`config.mk`:
```
export PLATFORM = sky130hd
export DESIGN_NAME = exec_decode
export DESIGN_NICKNAME = d
export VERILOG_FILES = /design/src/mips_pkg.sv /design/src/exec_decode.sv
export VERILOG_INCLUDE_DIRS = /design/src /design/src/include
export SDC_FILE = /design/constraint.sdc
export NUM_CORES = 1
export LEC_CHECK = 0
export BUFFER_PORTS_ARGS = -buffer_cell sky130_fd_sc_hd__buf_2
export CAP_MARGIN = 30
export CORE_UTILIZATION = 38
export DETAILED_ROUTE_END_ITERATION = 10
export PLACE_DENSITY = 0.94
export REMOVE_ABC_BUFFERS = 1
export SLEW_MARGIN = 20
export SYNTH_ARGS = -nofsm -noshare
export SYNTH_HDL_FRONTEND = slang
export SYNTH_SLANG_ARGS = --single-unit
```
`constraint.sdc`:
```
create_clock -name vclk -period 2.3
set_input_delay 0.23 -clock vclk [all_inputs]
set_output_delay 0.23 -clock vclk [all_outputs]
set_load 0.01 [all_outputs]
```
`src/include/mips_isa.svh`:
```
`ifndef MIPS_ISA_SVH
`define MIPS_ISA_SVH

// primary opcodes, instr[31:26]
localparam logic [5:0] OP_SPECIAL = 6'd0;
localparam logic [5:0] OP_REGIMM  = 6'd1;
localparam logic [5:0] OP_BEQ     = 6'd4;
localparam logic [5:0] OP_BNE     = 6'd5;
localparam logic [5:0] OP_BLEZ    = 6'd6;
localparam logic [5:0] OP_BGTZ    = 6'd7;
localparam logic [5:0] OP_ADDI    = 6'd8;
localparam logic [5:0] OP_ADDIU   = 6'd9;
localparam logic [5:0] OP_SLTI    = 6'd10;
localparam logic [5:0] OP_SLTIU   = 6'd11;
localparam logic [5:0] OP_ANDI    = 6'd12;
localparam logic [5:0] OP_ORI     = 6'd13;
localparam logic [5:0] OP_XORI    = 6'd14;
localparam logic [5:0] OP_LUI     = 6'd15;
localparam logic [5:0] OP_LB      = 6'd32;
localparam logic [5:0] OP_LH      = 6'd33;
localparam logic [5:0] OP_LW      = 6'd35;
localparam logic [5:0] OP_LBU     = 6'd36;
localparam logic [5:0] OP_LHU     = 6'd37;
localparam logic [5:0] OP_SB      = 6'd40;
localparam logic [5:0] OP_SH      = 6'd41;
localparam logic [5:0] OP_SW      = 6'd43;

// SPECIAL funct codes, instr[5:0]
localparam logic [5:0] FN_SLL   = 6'd0;
localparam logic [5:0] FN_SRL   = 6'd2;
localparam logic [5:0] FN_SRA   = 6'd3;
localparam logic [5:0] FN_SLLV  = 6'd4;
localparam logic [5:0] FN_SRLV  = 6'd6;
localparam logic [5:0] FN_SRAV  = 6'd7;
localparam logic [5:0] FN_MFHI  = 6'd16;
localparam logic [5:0] FN_MTHI  = 6'd17;
localparam logic [5:0] FN_MFLO  = 6'd18;
localparam logic [5:0] FN_MTLO  = 6'd19;
localparam logic [5:0] FN_MULT  = 6'd24;
localparam logic [5:0] FN_MULTU = 6'd25;
localparam logic [5:0] FN_DIV   = 6'd26;
localparam logic [5:0] FN_DIVU  = 6'd27;
localparam logic [5:0] FN_ADD   = 6'd32;
localparam logic [5:0] FN_ADDU  = 6'd33;
localparam logic [5:0] FN_SUB   = 6'd34;
localparam logic [5:0] FN_SUBU  = 6'd35;
localparam logic [5:0] FN_AND   = 6'd36;
localparam logic [5:0] FN_OR    = 6'd37;
localparam logic [5:0] FN_XOR   = 6'd38;
localparam logic [5:0] FN_NOR   = 6'd39;
localparam logic [5:0] FN_SLT   = 6'd42;
localparam logic [5:0] FN_SLTU  = 6'd43;

// REGIMM rt codes, instr[20:16]
localparam logic [4:0] RT_BLTZ   = 5'd0;
localparam logic [4:0] RT_BGEZ   = 5'd1;
localparam logic [4:0] RT_BLTZAL = 5'd16;
localparam logic [4:0] RT_BGEZAL = 5'd17;

`endif
```
`src/mips_pkg.sv`:
```
package mips_pkg;

    `include "mips_isa.svh"

    typedef logic [31:0] word_t;
    typedef logic [4:0]  reg_addr_t;
    typedef logic [4:0]  shamt_t;

    localparam reg_addr_t LINK_REG = 5'd31;  // $ra for the linking branches

    typedef enum logic [2:0] {
        alu,
        branch,
        mem_addr,
        muldiv_start,
        move_from_hilo,
        move_to_hilo,
        nop
    } op_class_e;

    // order follows funct[1:0] of MULT..DIVU
    typedef enum logic [1:0] {
        mult,
        multu,
        div,
        divu
    } muldiv_op_e;

    typedef enum logic [3:0] {
        add,
        sub,
        and_op,
        or_op,
        xor_op,
        nor_op,
        slt,
        sltu,
        sll,
        srl,
        sra,
        lui
    } alu_fn_e;

endpackage

```
`src/exec_decode.sv`:
```
`timescale 1ns/1ps

module exec_decode
    import mips_pkg::*;
(
    input  word_t      instr,
    output op_class_e  op_class,
    output alu_fn_e    alu_fn,
    output muldiv_op_e md_op,
    output logic       use_imm,
    output word_t      imm,
    output shamt_t     shamt,
    output logic       shift_var,
    output reg_addr_t  dest,
    output logic       write,
    output logic       link,
    output logic       hilo_sel_hi
);
    logic [5:0] opcode;
    logic [5:0] funct;
    reg_addr_t  rt;
    reg_addr_t  rd;
    logic       zext;

    assign opcode = instr[31:26];
    assign funct  = instr[5:0];
    assign rt     = instr[20:16];
    assign rd     = instr[15:11];
    assign shamt  = instr[10:6];

    // logical immediates are zero extended, everything else sign extended
    assign zext = (opcode == OP_ANDI) || (opcode == OP_ORI) || (opcode == OP_XORI);
    assign imm  = zext ? {16'h0, instr[15:0]} : {{16{instr[15]}}, instr[15:0]};

    assign use_imm     = opcode[5] || opcode[3];  // imm alu ops and loads/stores
    assign shift_var   = (opcode == OP_SPECIAL) && (funct[5:3] == 3'b000) && funct[2];
    assign md_op       = muldiv_op_e'(funct[1:0]);
    assign hilo_sel_hi = (funct == FN_MFHI) || (funct == FN_MTHI);
    assign link        = (opcode == OP_REGIMM) && ((rt == RT_BLTZAL) || (rt == RT_BGEZAL));

    always_comb begin
        case (opcode)
            OP_SPECIAL: begin
                case (funct)
                    FN_SLL, FN_SRL, FN_SRA, FN_SLLV, FN_SRLV, FN_SRAV,
                    FN_ADD, FN_ADDU, FN_SUB, FN_SUBU, FN_AND, FN_OR,
                    FN_XOR, FN_NOR, FN_SLT, FN_SLTU:     op_class = alu;
                    FN_MFHI, FN_MFLO:                    op_class = move_from_hilo;
                    FN_MTHI, FN_MTLO:                    op_class = move_to_hilo;
                    FN_MULT, FN_MULTU, FN_DIV, FN_DIVU:  op_class = muldiv_start;
                    default:                             op_class = nop;
                endcase
            end
            OP_REGIMM: begin
                op_class = (rt inside {RT_BLTZ, RT_BGEZ, RT_BLTZAL, RT_BGEZAL}) ? branch : nop;
            end
            OP_BEQ, OP_BNE, OP_BLEZ, OP_BGTZ:            op_class = branch;
            OP_ADDI, OP_ADDIU, OP_SLTI, OP_SLTIU,
            OP_ANDI, OP_ORI, OP_XORI, OP_LUI:            op_class = alu;
            OP_LB, OP_LH, OP_LW, OP_LBU, OP_LHU,
            OP_SB, OP_SH, OP_SW:                         op_class = mem_addr;
            default:                                     op_class = nop;
        endcase
    end

    always_comb begin
        alu_fn = add;  // also the address add for loads/stores
        if (opcode == OP_SPECIAL) begin
            case (funct)
                FN_SUB, FN_SUBU:  alu_fn = sub;
                FN_AND:           alu_fn = and_op;
                FN_OR:            alu_fn = or_op;
                FN_XOR:           alu_fn = xor_op;
                FN_NOR:           alu_fn = nor_op;
                FN_SLT:           alu_fn = slt;
                FN_SLTU:          alu_fn = sltu;
                FN_SLL, FN_SLLV:  alu_fn = sll;
                FN_SRL, FN_SRLV:  alu_fn = srl;
                FN_SRA, FN_SRAV:  alu_fn = sra;
                default:          alu_fn = add;
            endcase
        end else begin
            case (opcode)
                OP_SLTI:  alu_fn = slt;
                OP_SLTIU: alu_fn = sltu;
                OP_ANDI:  alu_fn = and_op;
                OP_ORI:   alu_fn = or_op;
                OP_XORI:  alu_fn = xor_op;
                OP_LUI:   alu_fn = lui;
                default:  alu_fn = add;
            endcase
        end
    end

    // for branches write means "writes if taken"
    assign write = (op_class == alu) || (op_class == move_from_hilo) || link;
    assign dest  = link ? LINK_REG :
                   !write ? '0 :
                   (opcode == OP_SPECIAL) ? rd : rt;

endmodule

```
### After elaboration in Yosys (flattened, before gate mapping)

Memories as Yosys holds them, arrays and structs flattened.
Index checks and enable logic that the tools add are counted.

* word-level logic and storage cells: 55
* ROM bits: 448
* output and inout port bits: 56
* memories kept: 2
* input bits: 32
* bits in registers: 0

* muxes and demuxes: 8
* equal/unequal tests: 27
* reduce and logical (&&, ||, !) cells: 18

Memory list
* (name not given): depth 64, width 4, rd ports 1, clocked after Yosys merged registers in 0, wr ports 0, RTL line exec_decode.sv:69 `case (funct)`
* (name not given): depth 64, width 3, rd ports 1, clocked after Yosys merged registers in 0, wr ports 0, RTL line exec_decode.sv:44 `case (funct)`

Operator list (number)
* $eq A6 B4 Y1 const B: 8
* $eq A6 B6 Y1 const B: 8
* $mux W32: 1
* $eq A6 B3 Y1 const B: 4
* $pmux W4 S6: 1
* $reduce_or A8 Y1: 2
* $mux W5: 3
* $pmux W3 S5: 1
* $eq A6 B5 Y1 const B: 2
* $eq A5 B5 Y1 const B: 2
* $logic_or A1 B1 Y1: 7
* $eq A6 B1 Y1 const B: 1
* $logic_not A3 Y1: 2
* $logic_not A6 Y1: 1
* $eq A5 B1 Y1 const B: 1
* $logic_not A5 Y1: 1
* $mux W4: 1
* $reduce_bool A4 Y1: 1
* $reduce_or A4 Y1: 1
* $eq A3 B3 Y1 const B: 1
* $logic_and A1 B1 Y1: 3
* $mux W3: 1

### Longest topological paths before layout

* depth after elaboration: 9
* mapped depth: 7
* depth with buffers taken out: 5

### Worst setup path after synthesis

Ideal clock, no wire load.

* path kind: input-to-output
* start: input port instr[27]
* end: output port dest[0]
* data required time: 2070 ps
* cell stages on the path: 6
* path slack: 449 ps
* path buffers: 1
* arrival time: 1621 ps
* cell sequence: buf_2 > nor2b_1 > o22a_2 > a2111oi_2 > nand4_2 > o21ai_1

* word-level cells in the longest chain between the ends: 8
* elaborated cells on any way between the ends: 34
* classes of those cells: 22 x eq/ne; 4 x mux; 8 x reduce/logical

RTL lines
* start: declaration: RTL line exec_decode.sv:6 `input word_t instr,`
* $eq A6 B6 Y1, or another cell as far along: RTL line exec_decode.sv:42 `case (opcode)`
* $reduce_or A8 Y1 / $reduce_or A4 Y1 (equally long branches): RTL line exec_decode.sv:42
* $pmux W3 S5: RTL line exec_decode.sv:42
* $eq A3 B3 Y1 / $logic_not A3 Y1 (equally long branches): RTL line exec_decode.sv:96 `assign write = (op_class == alu) || (op_class == move_from_hilo) || link;`
* $logic_or A1 B1 Y1 (2 in series): RTL line exec_decode.sv:96
* $mux W5: RTL line exec_decode.sv:98 `!write ? '0 :`
* $mux W5 *: RTL line exec_decode.sv:97 `assign dest = link ? LINK_REG :`
* end: declaration: RTL line exec_decode.sv:14 `output reg_addr_t dest,`

Mark *: on every way between the ends. The rest lies on a longest branch, timed or not.

### Worst setup path after layout

* start: input port instr[27]
* end: output port dest[2]

The elaborated chain is that of the path after synthesis.

==> key figures <==
Status
  – Outcome: finished clean

Timing
  – Worst hold margin: 0.460 ns
  – Worst-margin pin slew: 0.810 ns
  – RSZ-0062 raised after global routing: false
  – Relative slew margins: 45.3%
  – Max Clock Freq: 478 MHz
  – Final setup fails: 0
  – Final period utilization: 90.9%
  – Final hold viol count: 0
  – Final max-slew violation count: 0
  – Min Tclk post-route: 2.09 ns

Global route
  – First-pass GRT wire length: 2.94 mm
  – Via count of the first global-routing pass: 715
  – Largest net degree at the start of global routing: 17
  – GR Overflow Total: 0
  – Initial antenna violation count: 0
  – Gr usage total: 13.8%

Place
  – Port bufs: 68
  – Half-perimeter wire length after placement: 1.68 mm
  – Area post-placement: 940 um2
  – Gp weighted congestion: 0.794

Final layout
  – Design Area, Final: 940 um2
  – Seq_cells: 0
  – Area growth syn-to-layout: 5.18%
  – # clk buffers: 0
  – Fin nets: 181
  – Register area: 0 um2
  – # fillers: 252
  – Layout cells sized above 1: 55.1%
  – ANT cells: 0

Synth
  – Synth top cells by count: buf_4, inv_1, nor2_1
  – Library cells used by synthesis: 45
  – Synthesized cell area: 893 um2
  – Post-Synthesis Cells: 123
  – Most common cell in the netlist: buf_4
  – Mean post-synth cell area: 7.26 um2
  – Top post-synthesis cells by area: buf_4, mux2i_1, buf_6, inv_1, o21ai_1
  – Seq/Total Area, Yosys: 0%
  – YS warnings: 0
  – Yosys top cell area share: 31.9%
  – Synth area leader: buf_4

Floorplan
  – Core area: 0.00221 mm2
  – Die area: 0.00255 mm2
  – Die H: 50.5 um
  – Initial core utilization: 40.4%
  – # rows: 17
  – Die W: 50.5 um
  – Ports: 88

Min path
  – Hold EP: shamt[1]
  – HP Start: instr[7]
  – Hold Crit Depth: 0
  – Worst min path class: in -> out

Critical path
  – Critical Path RT: 2.07 ns
  – Critical Path Sink Type: output pin
  – Critical Path Fanout Max: 9
  – Crit start category: input pin
  – Critical path class: in -> out
  – Critical Path AT: 1.86 ns

Pwr
  – LEAKAGE: 0.510 nW
  – Max IR drop VDD: 0.0732 mV
  – Power per cell area: 177 mW/mm2
  – Pwr Total: 0.000167 W

Route
  – DRT antenna net count: 0
  – Wirelength per Cell: 11.1 um
  – Routed via count: 882
  – Iter 0 DRT Violations: 14
  – Vias per cell: 5.04
  – 1st-pass router iterations: 4
  – Residual DRC count: 0
  – Routed WL: 1.94 mm

Clocking
  – Post-CTS Setup Bufs: 0
  – Post-CTS Hold Fix Bufs: 0
  – Cts repair resizes: 0

Job
  – Max-cap violation count: 0
final cells by class:
cell class,instances,area (um2),share of cell area (%)
inverter,7,26.3,2.80
tap,28,35.0,3.73
timing repair buffer,69,348,37.0
multi-input combinational,71,531,56.5
placed cells by master (no fill, tap or decap), types with 2 or more instances in the layout:
cell / n
nor4b_1: 2
nor4_1: 3
a21oi_1: 4
or3b_2: 2
mux2i_1: 5
o21ai_0: 2
nor2_1: 6
nand3_1: 3
nor2b_1: 3
o21a_1: 2
nand2_1: 5
inv_1: 7
o21ai_1: 5
buf_2: 68
nor3_1: 2
kinds of logic (layout without fill, tap and decap cells):
group | count (synthesis) | in the layout | synth area share (%)
AND/OR/NAND/NOR | 38 | 38 | 29.3
XOR/XNOR | 1 | 1 | 0.981
multiplexers | 5 | 5 | 5.60
AO/OA/AOI/OAI | 27 | 27 | 23.5
buffers and inverters | 52 | 76 | 40.6
through the flow:
stage               util (%)  setup slack, ns  std cells  setup TNS (ns)
CTS                     42.5            0.219        175               0
global route            42.5           0.0756        175               0
detailed placement      42.5            0.216        175               0
floorplan                  -           -0.821         78          -13.14
finish                  42.5            0.208        175               0
global placement        42.5            0.273        175               0
layer usage:
layer	routed length (um)	share of wire (%)	track usage (%)	vias up
li1	-	-	-	450
met1	811	42	17.6	381
met2	929	48	24.7	51
met3	196	10	3.64	0
met4	0	0	0	0
met5	0	0	0	-
report_power, final:
part	internal [W]	switching [W]
clock	0	0
sequential	0	0
combinational	0.0000702	0.0000965
critical path, stage by stage:
cell and delay (ns):
buf_2 0.14, nor2b_1 0.15, o22a_2 0.22, a2111oi_2 0.51, nand4_2 0.25, o21ai_1 0.21
buf_2 0.15
worst max path at each step:
stage,endpoint,slack [ns],from,depth (start not counted)
after floorplan,imm[16],-0.82,instr[30],2
after global placement,dest[0],0.27,instr[27],7
after detailed placement,dest[2],0.22,instr[27],7
after CTS,dest[2],0.22,instr[27],7
after global routing,dest[1],0.08,instr[27],7
final,dest[2],0.21,instr[27],7
Power figures use the tool's default switching activity.
