## config.mk

```make
export PLATFORM = sky130hd
export DESIGN_NAME = exec_alu
export DESIGN_NICKNAME = d
export VERILOG_FILES = /design/src/mips_pkg.sv /design/src/exec_alu.sv
export VERILOG_INCLUDE_DIRS = /design/src /design/src/include
export SDC_FILE = /design/constraint.sdc
export NUM_CORES = 1
export LEC_CHECK = 0
export ABC_AREA = 1
export BUFFER_PORTS_ARGS = -buffer_cell sky130_fd_sc_hd__buf_2
export CAP_MARGIN = 25
export CELL_PAD_IN_SITES_DETAIL_PLACEMENT = 1
export CELL_PAD_IN_SITES_GLOBAL_PLACEMENT = 1
export CORE_ASPECT_RATIO = 0.75
export CORE_MARGIN = 4
export CORE_UTILIZATION = 39
export DETAILED_ROUTE_END_ITERATION = 10
export PLACE_DENSITY_LB_ADDON = 0.1
export SKIP_LAST_GASP = 1
export SYNTH_ARGS = -nofsm -noshare
export SYNTH_HDL_FRONTEND = slang
export SYNTH_SLANG_ARGS = --single-unit
```

## constraint.sdc

```tcl
create_clock -name vclk -period 4.55
set_clock_uncertainty 0.2 [all_clocks]
set_input_delay 0.6825 -clock vclk [all_inputs]
set_output_delay 0.6825 -clock vclk [all_outputs]
set_load 0.1 [all_outputs]
```

## src/include/mips_isa.svh

```systemverilog
`ifndef MIPS_ISA_SVH
`define MIPS_ISA_SVH

// primary opcodes, instr[31:26]
localparam logic [5:0] OP_SPECIAL = 6'd0;
localparam logic [5:0] OP_REGIMM  = 6'd1;
localparam logic [5:0] OP_BEQ     = 6'd4;
localparam logic [5:0] OP_BNE     = 6'd5;
localparam logic [5:0] OP_BLEZ    = 6'd6;
localparam logic [5:0] OP_BGTZ    = 6'd7;
localparam logic [5:0] OP_ADDI    = 6'd8;
localparam logic [5:0] OP_ADDIU   = 6'd9;
localparam logic [5:0] OP_SLTI    = 6'd10;
localparam logic [5:0] OP_SLTIU   = 6'd11;
localparam logic [5:0] OP_ANDI    = 6'd12;
localparam logic [5:0] OP_ORI     = 6'd13;
localparam logic [5:0] OP_XORI    = 6'd14;
localparam logic [5:0] OP_LUI     = 6'd15;
localparam logic [5:0] OP_LB      = 6'd32;
localparam logic [5:0] OP_LH      = 6'd33;
localparam logic [5:0] OP_LW      = 6'd35;
localparam logic [5:0] OP_LBU     = 6'd36;
localparam logic [5:0] OP_LHU     = 6'd37;
localparam logic [5:0] OP_SB      = 6'd40;
localparam logic [5:0] OP_SH      = 6'd41;
localparam logic [5:0] OP_SW      = 6'd43;

// SPECIAL funct codes, instr[5:0]
localparam logic [5:0] FN_SLL   = 6'd0;
localparam logic [5:0] FN_SRL   = 6'd2;
localparam logic [5:0] FN_SRA   = 6'd3;
localparam logic [5:0] FN_SLLV  = 6'd4;
localparam logic [5:0] FN_SRLV  = 6'd6;
localparam logic [5:0] FN_SRAV  = 6'd7;
localparam logic [5:0] FN_MFHI  = 6'd16;
localparam logic [5:0] FN_MTHI  = 6'd17;
localparam logic [5:0] FN_MFLO  = 6'd18;
localparam logic [5:0] FN_MTLO  = 6'd19;
localparam logic [5:0] FN_MULT  = 6'd24;
localparam logic [5:0] FN_MULTU = 6'd25;
localparam logic [5:0] FN_DIV   = 6'd26;
localparam logic [5:0] FN_DIVU  = 6'd27;
localparam logic [5:0] FN_ADD   = 6'd32;
localparam logic [5:0] FN_ADDU  = 6'd33;
localparam logic [5:0] FN_SUB   = 6'd34;
localparam logic [5:0] FN_SUBU  = 6'd35;
localparam logic [5:0] FN_AND   = 6'd36;
localparam logic [5:0] FN_OR    = 6'd37;
localparam logic [5:0] FN_XOR   = 6'd38;
localparam logic [5:0] FN_NOR   = 6'd39;
localparam logic [5:0] FN_SLT   = 6'd42;
localparam logic [5:0] FN_SLTU  = 6'd43;

// REGIMM rt codes, instr[20:16]
localparam logic [4:0] RT_BLTZ   = 5'd0;
localparam logic [4:0] RT_BGEZ   = 5'd1;
localparam logic [4:0] RT_BLTZAL = 5'd16;
localparam logic [4:0] RT_BGEZAL = 5'd17;

`endif
```

## src/mips_pkg.sv

```systemverilog
package mips_pkg;

    `include "mips_isa.svh"

    typedef logic [31:0] word_t;
    typedef logic [4:0]  reg_addr_t;
    typedef logic [4:0]  shamt_t;

    localparam reg_addr_t LINK_REG = 5'd31;  // $ra for the linking branches

    typedef enum logic [2:0] {
        alu,
        branch,
        mem_addr,
        muldiv_start,
        move_from_hilo,
        move_to_hilo,
        nop
    } op_class_e;

    // order follows funct[1:0] of MULT..DIVU
    typedef enum logic [1:0] {
        mult,
        multu,
        div,
        divu
    } muldiv_op_e;

    typedef enum logic [3:0] {
        add,
        sub,
        and_op,
        or_op,
        xor_op,
        nor_op,
        slt,
        sltu,
        sll,
        srl,
        sra,
        lui
    } alu_fn_e;

endpackage

```

## src/exec_alu.sv

```systemverilog
`timescale 1ns/1ps

module exec_alu
    import mips_pkg::*;
(
    input  op_class_e  op_class,
    input  alu_fn_e    alu_fn,
    input  word_t      op1,         // rs
    input  word_t      op2,         // rt
    input  logic       use_imm,
    input  word_t      imm,
    input  shamt_t     shamt,
    input  logic       shift_var,
    input  logic [5:0] instr_op,
    input  reg_addr_t  rt_code,
    input  word_t      pc,
    output word_t      result,
    output logic       taken
);
    word_t  b;
    shamt_t sh;
    word_t  alu_val;

    assign b  = use_imm ? imm : op2;
    assign sh = shift_var ? op1[4:0] : shamt;  // only five bits of rs count

    always_comb begin
        case (alu_fn)
            add:     alu_val = op1 + b;  // overflow wraps, no trap
            sub:     alu_val = op1 - b;
            and_op:  alu_val = op1 & b;
            or_op:   alu_val = op1 | b;
            xor_op:  alu_val = op1 ^ b;
            nor_op:  alu_val = ~(op1 | b);
            slt:     alu_val = {31'h0, $signed(op1) < $signed(b)};
            sltu:    alu_val = {31'h0, op1 < b};
            sll:     alu_val = b << sh;
            srl:     alu_val = b >> sh;
            sra:     alu_val = word_t'($signed(b) >>> sh);
            lui:     alu_val = {b[15:0], 16'h0};
            default: alu_val = '0;
        endcase
    end

    // branch outcome, signed compares against rt or zero
    always_comb begin
        taken = 1'b0;
        if (op_class == branch) begin
            case (instr_op)
                OP_BEQ:  taken = (op1 == op2);
                OP_BNE:  taken = (op1 != op2);
                OP_BLEZ: taken = op1[31] || (op1 == '0);
                OP_BGTZ: taken = !op1[31] && (op1 != '0);
                OP_REGIMM: begin
                    if ((rt_code == RT_BGEZ) || (rt_code == RT_BGEZAL)) begin
                        taken = !op1[31];
                    end else begin
                        taken = op1[31];  // bltz, bltzal
                    end
                end
                default: taken = 1'b0;
            endcase
        end
    end

    // link value past the delay slot
    assign result = (op_class == branch) ? pc + 32'd8 : alu_val;

endmodule

```

Word level (Yosys, flattened, before mapping) --
Cells that the tools add are included.
Cells by class: order comparisons 2, mux-type cells 7, reductions and logical operators 7, shift-type cells 3, bitwise gates (word level) 4, equality and inequality tests 21, add/subtract/negate cells 3
Operators by type and width (count):
- one-hot mux 32 bit (12 select lines) | 1
- less-than comparator 32 bit | 2
- two-way mux 32 bit | 2
- adder 32 bit | 1
- adder 32 x 4 -> 32 bit (second input constant) | 1
- bitwise AND 32 bit | 1
- == test 32 bit | 1
- logical NOT 32 bit | 1
- != test 32 bit | 1
- NOT 32 bit | 1
- bitwise OR 32 bit | 1
- nonzero test 32 bit | 1
- left shift 32 x 5 -> 32 bit | 1
- right shift 32 x 5 -> 32 bit | 1
- >>> shifter 32 x 5 -> 32 bit | 1
- subtractor 32 bit | 1
- XOR 32 bit | 1
- == test 6 x 3 -> 1 bit (second input constant) | 4
- == test 4 x 3 -> 1 bit (second input constant) | 4
- == test 4 bit (second input constant) | 4
- == test 4 x 2 -> 1 bit (second input constant) | 2
- == test 6 x 1 -> 1 bit (second input constant) | 1
- == test 5 x 1 -> 1 bit (second input constant) | 1
- == test 5 bit (second input constant) | 1
- 9 further kinds | 11
Word-level totals: input port bits 153, register bits 0, output and inout bits 33

Depth between registers and ports, before layout --
Gate-level depths: netlist of the first run.
word-level depth 5, mapped depth 23, gate-level depth less buffers 20

Worst setup path after synthesis of the first run --
Ideal clock, no wire load.
path type input-to-output, from input use_imm, to output result[5], data required time 3.668 ns, stages on the path 20, slack 0.217 ns, arrival 3.451 ns, cell sequence buf_6 -> inv_2 -> buf_4 -> nand2_1 -> nand2_1 -> inv_1 -> ha_1 -> buf_2 -> inv_2 -> a21oi_1 -> o21ai_1 -> nand2_1 -> nand2_1 -> inv_1 -> o21ai_0 -> a21oi_1 -> nor3_1 -> nand2_1 -> nand2_1 -> o21ai_1
Between the ends: word-level cells in the longest chain between the ends 5, elaborated cells on any way between the ends 12
RTL lines:
- from (decl) | RTL line exec_alu.sv:10 | input logic use_imm,
- two-way mux 32 bit * | RTL line exec_alu.sv:24 | assign b = use_imm ? imm : op2;
- branches (longest 2 deep; another with subtractor 32 bit)
- one-hot mux 32 bit (12 select lines) * | RTL line exec_alu.sv:28 | case (alu_fn)
- two-way mux 32 bit * | RTL line exec_alu.sv:67 | assign result = (op_class == branch) ? pc + 32'd8 : alu_val;
- to (decl) | RTL line exec_alu.sv:17 | output word_t result,
Every way passes the cells marked *.

Worst setup path in the final report of the first run --
from input op2[0], to output result[30]
Between the ends: word-level cells in the longest chain between the ends 4, elaborated cells on any way between the ends 8
RTL lines:
- from (decl) | RTL line exec_alu.sv:9 | input word_t op2,
- two-way mux 32 bit * | RTL line exec_alu.sv:24
- subtractor 32 bit (tied with other cells) | RTL line exec_alu.sv:30 | sub: alu_val = op1 - b;
- one-hot mux 32 bit (12 select lines) * | RTL line exec_alu.sv:28
- two-way mux 32 bit * | RTL line exec_alu.sv:67
Every way passes the cells marked *; elsewhere a longest branch is shown, timed or not.

==> results of run 1 <==
[cell type report]
cell class	count	share of cell area, %
Multi-Input combinational cell	2118	66.8
Timing Repair Buffer	498	23.2
Inverter	299	6.91
Tap cell	399	3.05
Antenna cell	3	0.0459
[kinds of logic after synthesis]
family          after synthesis  synth area share [%]
compound gates              350                  16.4
xor+xnor                     25                  1.81
fa+ha+maj                   106                  11.1
buf+inv                     399                  13.5
simple gates               1637                  57.2
[per-stage QoR]
step	area, um2	utilization (%)	hold slack (ns)
global route	16400	53.8	1.60
finish	16400	53.8	1.57
global placement	15900	52.3	1.56
detailed placement	15900	52.3	1.57
floorplan	12100	-	1.74
CTS	16000	52.5	1.57
[worst max-delay path: stages]
cell and delay [ns]:
sky130_fd_sc_hd__buf_2 0.11, sky130_fd_sc_hd__inv_1 0.07, sky130_fd_sc_hd__o21ai_2 0.16, sky130_fd_sc_hd__ha_2 0.31, sky130_fd_sc_hd__inv_1 0.12, sky130_fd_sc_hd__fa_1 0.49, sky130_fd_sc_hd__nand3_2 0.14, sky130_fd_sc_hd__nand2_1 0.14
sky130_fd_sc_hd__nand2_1 0.10, sky130_fd_sc_hd__nand2_1 0.07, sky130_fd_sc_hd__buf_4 0.16, sky130_fd_sc_hd__nand2_1 0.05, sky130_fd_sc_hd__nand3_1 0.13, sky130_fd_sc_hd__nand2_1 0.16, sky130_fd_sc_hd__nand2_1 0.07, sky130_fd_sc_hd__nand2_1 0.06
sky130_fd_sc_hd__nand3_1 0.10, sky130_fd_sc_hd__nand4_1 0.18, sky130_fd_sc_hd__nand2_1 0.07, sky130_fd_sc_hd__nand2_1 0.16, sky130_fd_sc_hd__buf_12 0.19
[timing repair]
| item | 4_1_cts | 5_1_grt |
|---|---|---|
| endpoints found under the hold margin | 0 | 0 |
| resized for setup | 23 | 109 |
| buffers inserted | 0 | 1 |
| pin swaps | 0 | 7 |
| endpoints found under the setup margin | 24 | 28 |
| cloned | 0 | 0 |
[synth_stat cells, types with 2 or more instances]
master,instances
sky130_fd_sc_hd__a211oi_1,7
sky130_fd_sc_hd__a21o_1,2
sky130_fd_sc_hd__a21oi_1,123
sky130_fd_sc_hd__a221oi_1,3
sky130_fd_sc_hd__a22oi_1,3
sky130_fd_sc_hd__a31oi_1,8
sky130_fd_sc_hd__and2_1,3
sky130_fd_sc_hd__buf_1,11
sky130_fd_sc_hd__buf_2,51
sky130_fd_sc_hd__buf_4,12
sky130_fd_sc_hd__buf_6,4
sky130_fd_sc_hd__clkbuf_1,22
sky130_fd_sc_hd__clkinv_1,2
sky130_fd_sc_hd__fa_1,2
sky130_fd_sc_hd__ha_1,104
sky130_fd_sc_hd__inv_1,290
sky130_fd_sc_hd__inv_2,6
sky130_fd_sc_hd__nand2_1,922
sky130_fd_sc_hd__nand2_2,6
sky130_fd_sc_hd__nand3_1,378
sky130_fd_sc_hd__nand3b_1,10
sky130_fd_sc_hd__nand4_1,44
sky130_fd_sc_hd__nor2_1,193
sky130_fd_sc_hd__nor2_2,6
sky130_fd_sc_hd__nor3_1,50
sky130_fd_sc_hd__nor4_1,11
sky130_fd_sc_hd__o2111ai_1,2
sky130_fd_sc_hd__o211ai_1,19
sky130_fd_sc_hd__o21a_1,2
sky130_fd_sc_hd__o21ai_0,115
sky130_fd_sc_hd__o21ai_1,24
sky130_fd_sc_hd__o21ai_2,8
sky130_fd_sc_hd__o21bai_1,11
sky130_fd_sc_hd__o221ai_1,12
sky130_fd_sc_hd__o22ai_1,7
sky130_fd_sc_hd__or2_2,9
sky130_fd_sc_hd__xnor2_1,10
sky130_fd_sc_hd__xor2_1,15
[routing by layer]
layer / vias to the layer above / part of all wire (%)
met2: 1782 / 38
met1: 9951 / 38
li1: 9039 / -
met3: 368 / 17
met5: - / 0.22
met4: 10 / 6.6
[worst max-delay path by stage]
stage,startpoint,endpoint,slack [ns]
finish,op2[0],result[30],-0.05
CTS,use_imm,result[17],0.01
detailed placement,use_imm,result[24],-0.24
global route,use_imm,result[17],-0.17
floorplan,use_imm,result[5],0.22
global placement,use_imm,result[24],-0.04
==> metrics.yaml, run 1 <==
design.portCount: 186
setup-violations-final: 7
layout.filler_cells: 4649
dp_cells: 3313
mapped_cells: 2517
place.port_buffers: 185
synth.largest_area_cell: "sky130_fd_sc_hd__nand2_1"
critical_path_class: "in -> out"
antenna_found_initial: 6
post-dp-hpwl_um: 71400
layout.cells.most_common: "sky130_fd_sc_hd__nand2_1"
run_status: "finished, violations left"
grtUsageTotal_pct: 46.0
first_pass_iters: 6
cp-end-kind: "primary output"
synthToLayoutAreaGrowth_pct: 34.9
dpl_worst_slack_ns: -0.244
layout_cell_share_with_drive_strength_beyond_1_pct: 21.6
count_of_yosys_warnings_during_synthesis: 0
multi_input_comb_area_mm2: 0.0109
final.clkbuf_count: 0
grt_most_used_layer: "met2"
commonest_non_fill_non_tap_cells_in_the_layout: "sky130_fd_sc_hd__nand2_1, sky130_fd_sc_hd__nand3_1, sky130_fd_sc_hd__buf_4"
rsz_0062_raised_after_global_routing: "true"
totalWireLength_um: 88100
startpoint_type: "input port"
worst_hold_path_stage_count: 4
slew_headroom_pct: 32.7
drv_slew: 0
design.core.area_mm2: 0.0304
post_synth_instance_area_mm2: 0.0121
drt.antenna.violating_nets: 0
grt_overflow: 0
worstPathMaxFanout: 4
drtIter0Drc: 3140
starting_density_of_the_core_pct: 39.9
sequential_area_um2: 0
final_nets: 3176
failing_checks: "negative setup slack"
hp-class: "in -> out"
hold_end: "result[2]"
rows: 55
holdCritStartpoint: "pc[2]"
period_needed_ns: 4.60
postSynthNetCount: 2776
global_route.usage.met3_pct: 18.5
yosysSeqAreaShare_pct: 0
worst-slew-pin-transition_ns: 1.01
timing.final.crit_share_pct: 101
gr-usage-met2_pct: 64.7
die-height_um: 161
drt-wirelength-per-cell_um: 26.6
hold_viol: 0
syn_avg_cell_area_um2: 4.82
synth.lib_cells_used.distinct: 48
grt_util_met1_pct: 62.9
cp_data_required_time_ns: 3.67
vias_in_the_first_global_route: 19900
via_count: 21200
netlist.area_leader.share_pct: 28.5
max_freq_mhz: 217
die-area_mm2: 0.0340
critical_path_arrival_ns: 3.72
maxCapViolCount: 0
post_cts_hold_buffer_count: 0
final_setup_slack_of_the_worst_path_ns: -0.0535
die_width_um: 212
pin_count_of_the_biggest_net_entering_global_routing: 57
grt_first_pass_wirelength_um: 121000
finalNonFillerCells: 3317
yosys-top-cells-area: "sky130_fd_sc_hd__nand2_1, sky130_fd_sc_hd__nand3_1, sky130_fd_sc_hd__ha_1, sky130_fd_sc_hd__inv_1, sky130_fd_sc_hd__nor2_1"
fin_tns_setup_ns: -0.196
gp_congestion: 1.08
nFlopsAndLatches: 0
vias_per_cell: 6.38
drc: 0
==> inputs of run 2 (changes only) <==
--- a/config.mk
+++ b/config.mk
@@ -7,14 +7,14 @@
 export NUM_CORES = 1
 export LEC_CHECK = 0
 export ABC_AREA = 1
-export BUFFER_PORTS_ARGS = -buffer_cell sky130_fd_sc_hd__buf_2
 export CAP_MARGIN = 25
 export CELL_PAD_IN_SITES_DETAIL_PLACEMENT = 1
 export CELL_PAD_IN_SITES_GLOBAL_PLACEMENT = 1
 export CORE_ASPECT_RATIO = 0.75
 export CORE_MARGIN = 4
-export CORE_UTILIZATION = 39
+export CORE_UTILIZATION = 42
 export DETAILED_ROUTE_END_ITERATION = 10
+export DONT_BUFFER_PORTS = 1
 export PLACE_DENSITY_LB_ADDON = 0.1
 export SKIP_LAST_GASP = 1
 export SYNTH_ARGS = -nofsm -noshare
==> run 2 against run 1 <==
The flow still finishes with violations (negative setup slack). First-iteration DRC count is 18% lower. Wire length fell by 8.3%. Global-route usage grew 1.9 points. Die area down 6.8%. Non-clock buffer count fell by 261. Via count shrank 7.6%. Utilization down 2.3 points. Critical path type unchanged. Largest cell class unchanged.
==> metrics.yaml, run 2 (same netlist as run 1, synthesis figures left out) <==
fin_tns_setup_ns: -0.0631  # +0.133 ns
critical_path_class: "in -> out"
die-area_mm2: 0.0317  # -6.8%
synthToLayoutAreaGrowth_pct: 19.9
post_cts_hold_buffer_count: 0  # unchanged
drtIter0Drc: 2589  # -18%
startpoint_type: "input port"
failing_checks: "negative setup slack"
worst-slew-pin-transition_ns: 0.853  # -0.153 ns
dpl_worst_slack_ns: -0.0326  # +0.211 ns
drt.antenna.violating_nets: 0  # unchanged
die-height_um: 155  # -3.5%
commonest_non_fill_non_tap_cells_in_the_layout: "sky130_fd_sc_hd__nand2_1, sky130_fd_sc_hd__nand3_1, sky130_fd_sc_hd__inv_1"
final_nets: 2915  # -8.2%
slew_headroom_pct: 42.9  # +10 points
cp_data_required_time_ns: 3.67  # about the same
pin_count_of_the_biggest_net_entering_global_routing: 66  # +16%
first_pass_iters: 8  # +2
hold_viol: 0  # unchanged
antenna_found_initial: 3  # -3
cp-end-kind: "primary output"
nFlopsAndLatches: 0  # unchanged
finalNonFillerCells: 3041  # -8.3%
drv_slew: 0  # unchanged
gp_congestion: 1.12  # +3.1%
hp-class: "in -> out"
post-dp-hpwl_um: 68600  # -3.9%
starting_density_of_the_core_pct: 42.9  # +3.1 points
run_status: "finished, violations left"
final.clkbuf_count: 0  # unchanged
drc: 0  # unchanged
critical_path_arrival_ns: 3.73  # about the same
totalWireLength_um: 80700  # -8.3%
worstPathMaxFanout: 43  # +39
drt-wirelength-per-cell_um: 26.5  # about the same
via_count: 19500  # -7.6%
grt_first_pass_wirelength_um: 116000  # -4.0%
sequential_area_um2: 0  # unchanged
design.portCount: 186  # unchanged
timing.final.crit_share_pct: 101  # +0.21 points
layout.filler_cells: 4401  # -5.3%
grt_overflow: 0  # unchanged
vias_in_the_first_global_route: 18900  # -5.3%
maxCapViolCount: 0  # unchanged
place.port_buffers: 0  # -100%
setup-violations-final: 1  # -6
layout_cell_share_with_drive_strength_beyond_1_pct: 11.8  # -9.8 points
design.core.area_mm2: 0.0282  # -7.1%
die_width_um: 204  # -3.5%
rsz_0062_raised_after_global_routing: "true"
final_setup_slack_of_the_worst_path_ns: -0.0631  # -0.00964 ns
vias_per_cell: 6.43  # +0.79%
period_needed_ns: 4.61  # +0.00964 ns
cts_setup_buffers: 0  # unchanged
max_freq_mhz: 217  # -0.21%
layout.cells.most_common: "sky130_fd_sc_hd__nand2_1"
postLayoutCellArea_mm2: 0.0145  # -11%
place_area_mm2: 0.0144  # -9.4%
grtUsageTotal_pct: 47.9  # +1.9 points
dp_cells: 3039  # -8.3%
rows: 53  # -3.6%
## run 2: cell types whose count changed in the layout (fill, tap and decap cells not counted), sizes merged
cell	previous run	this run
buf	497	237
clkbuf	1	0
clkinv	2	3
diode	3	2
inv	297	296
## run 2: layout make-up
class	count	area, um2	area share [%]
timing repair buffer	237	2270	15.6
inverter	299	1120	7.74
multi-input combinational	2118	10700	73.3
tap	385	482	3.31
antenna	2	5.00	0.0344
## run 2: critical path, stage by stage
cell                      delay [ns]
sky130_fd_sc_hd__inv_2          0.05
sky130_fd_sc_hd__buf_12         0.15
sky130_fd_sc_hd__nand2_1        0.07
sky130_fd_sc_hd__nand2_1        0.09
sky130_fd_sc_hd__inv_1          0.09
sky130_fd_sc_hd__ha_1           0.37
sky130_fd_sc_hd__inv_2          0.17
sky130_fd_sc_hd__nand2_1        0.19
sky130_fd_sc_hd__o21ai_1        0.17
sky130_fd_sc_hd__buf_4          0.17
sky130_fd_sc_hd__nand2_1        0.06
sky130_fd_sc_hd__nand2_1        0.19
sky130_fd_sc_hd__nand2_1        0.08
sky130_fd_sc_hd__nand2_1        0.13
sky130_fd_sc_hd__nand2_1        0.11
sky130_fd_sc_hd__nand2_1        0.09
sky130_fd_sc_hd__nand2_1        0.05
sky130_fd_sc_hd__nand3_1        0.08
sky130_fd_sc_hd__nand2_1        0.07
sky130_fd_sc_hd__o21ai_2        0.26
sky130_fd_sc_hd__buf_4          0.16
sky130_fd_sc_hd__nand2_1        0.07
sky130_fd_sc_hd__buf_12         0.17
## run 2: through the flow
step | hold slack, ns | utilization [%]
floorplan | 1.74 | -
global placement | 1.46 | 51.0
detailed placement | 1.48 | 51.0
CTS | 1.48 | 51.0
global route | 1.50 | 51.4
finish | 1.48 | 51.5
## run 2: worst paths after layout
path                  slack, ns  startpoint          to  depth (start not counted)
worst max-delay path      -0.06     use_imm  result[31]                         23
worst min-delay path       1.48       pc[1]   result[1]                          3
## run 2: metal layers
layer  part of all wire (%)  vias up  GRT usage, %
met5                  0.032        -             0
met1                     39     9242          63.7
li1                       -     8486             -
met3                     17      280          20.9
met2                     39     1531          67.6
met4                    5.4        4          19.3
## run 2: timing repair
item	CTS	global route
pin swaps	0	1
setup endpoints to repair	1	24
gates resized for setup	1	38
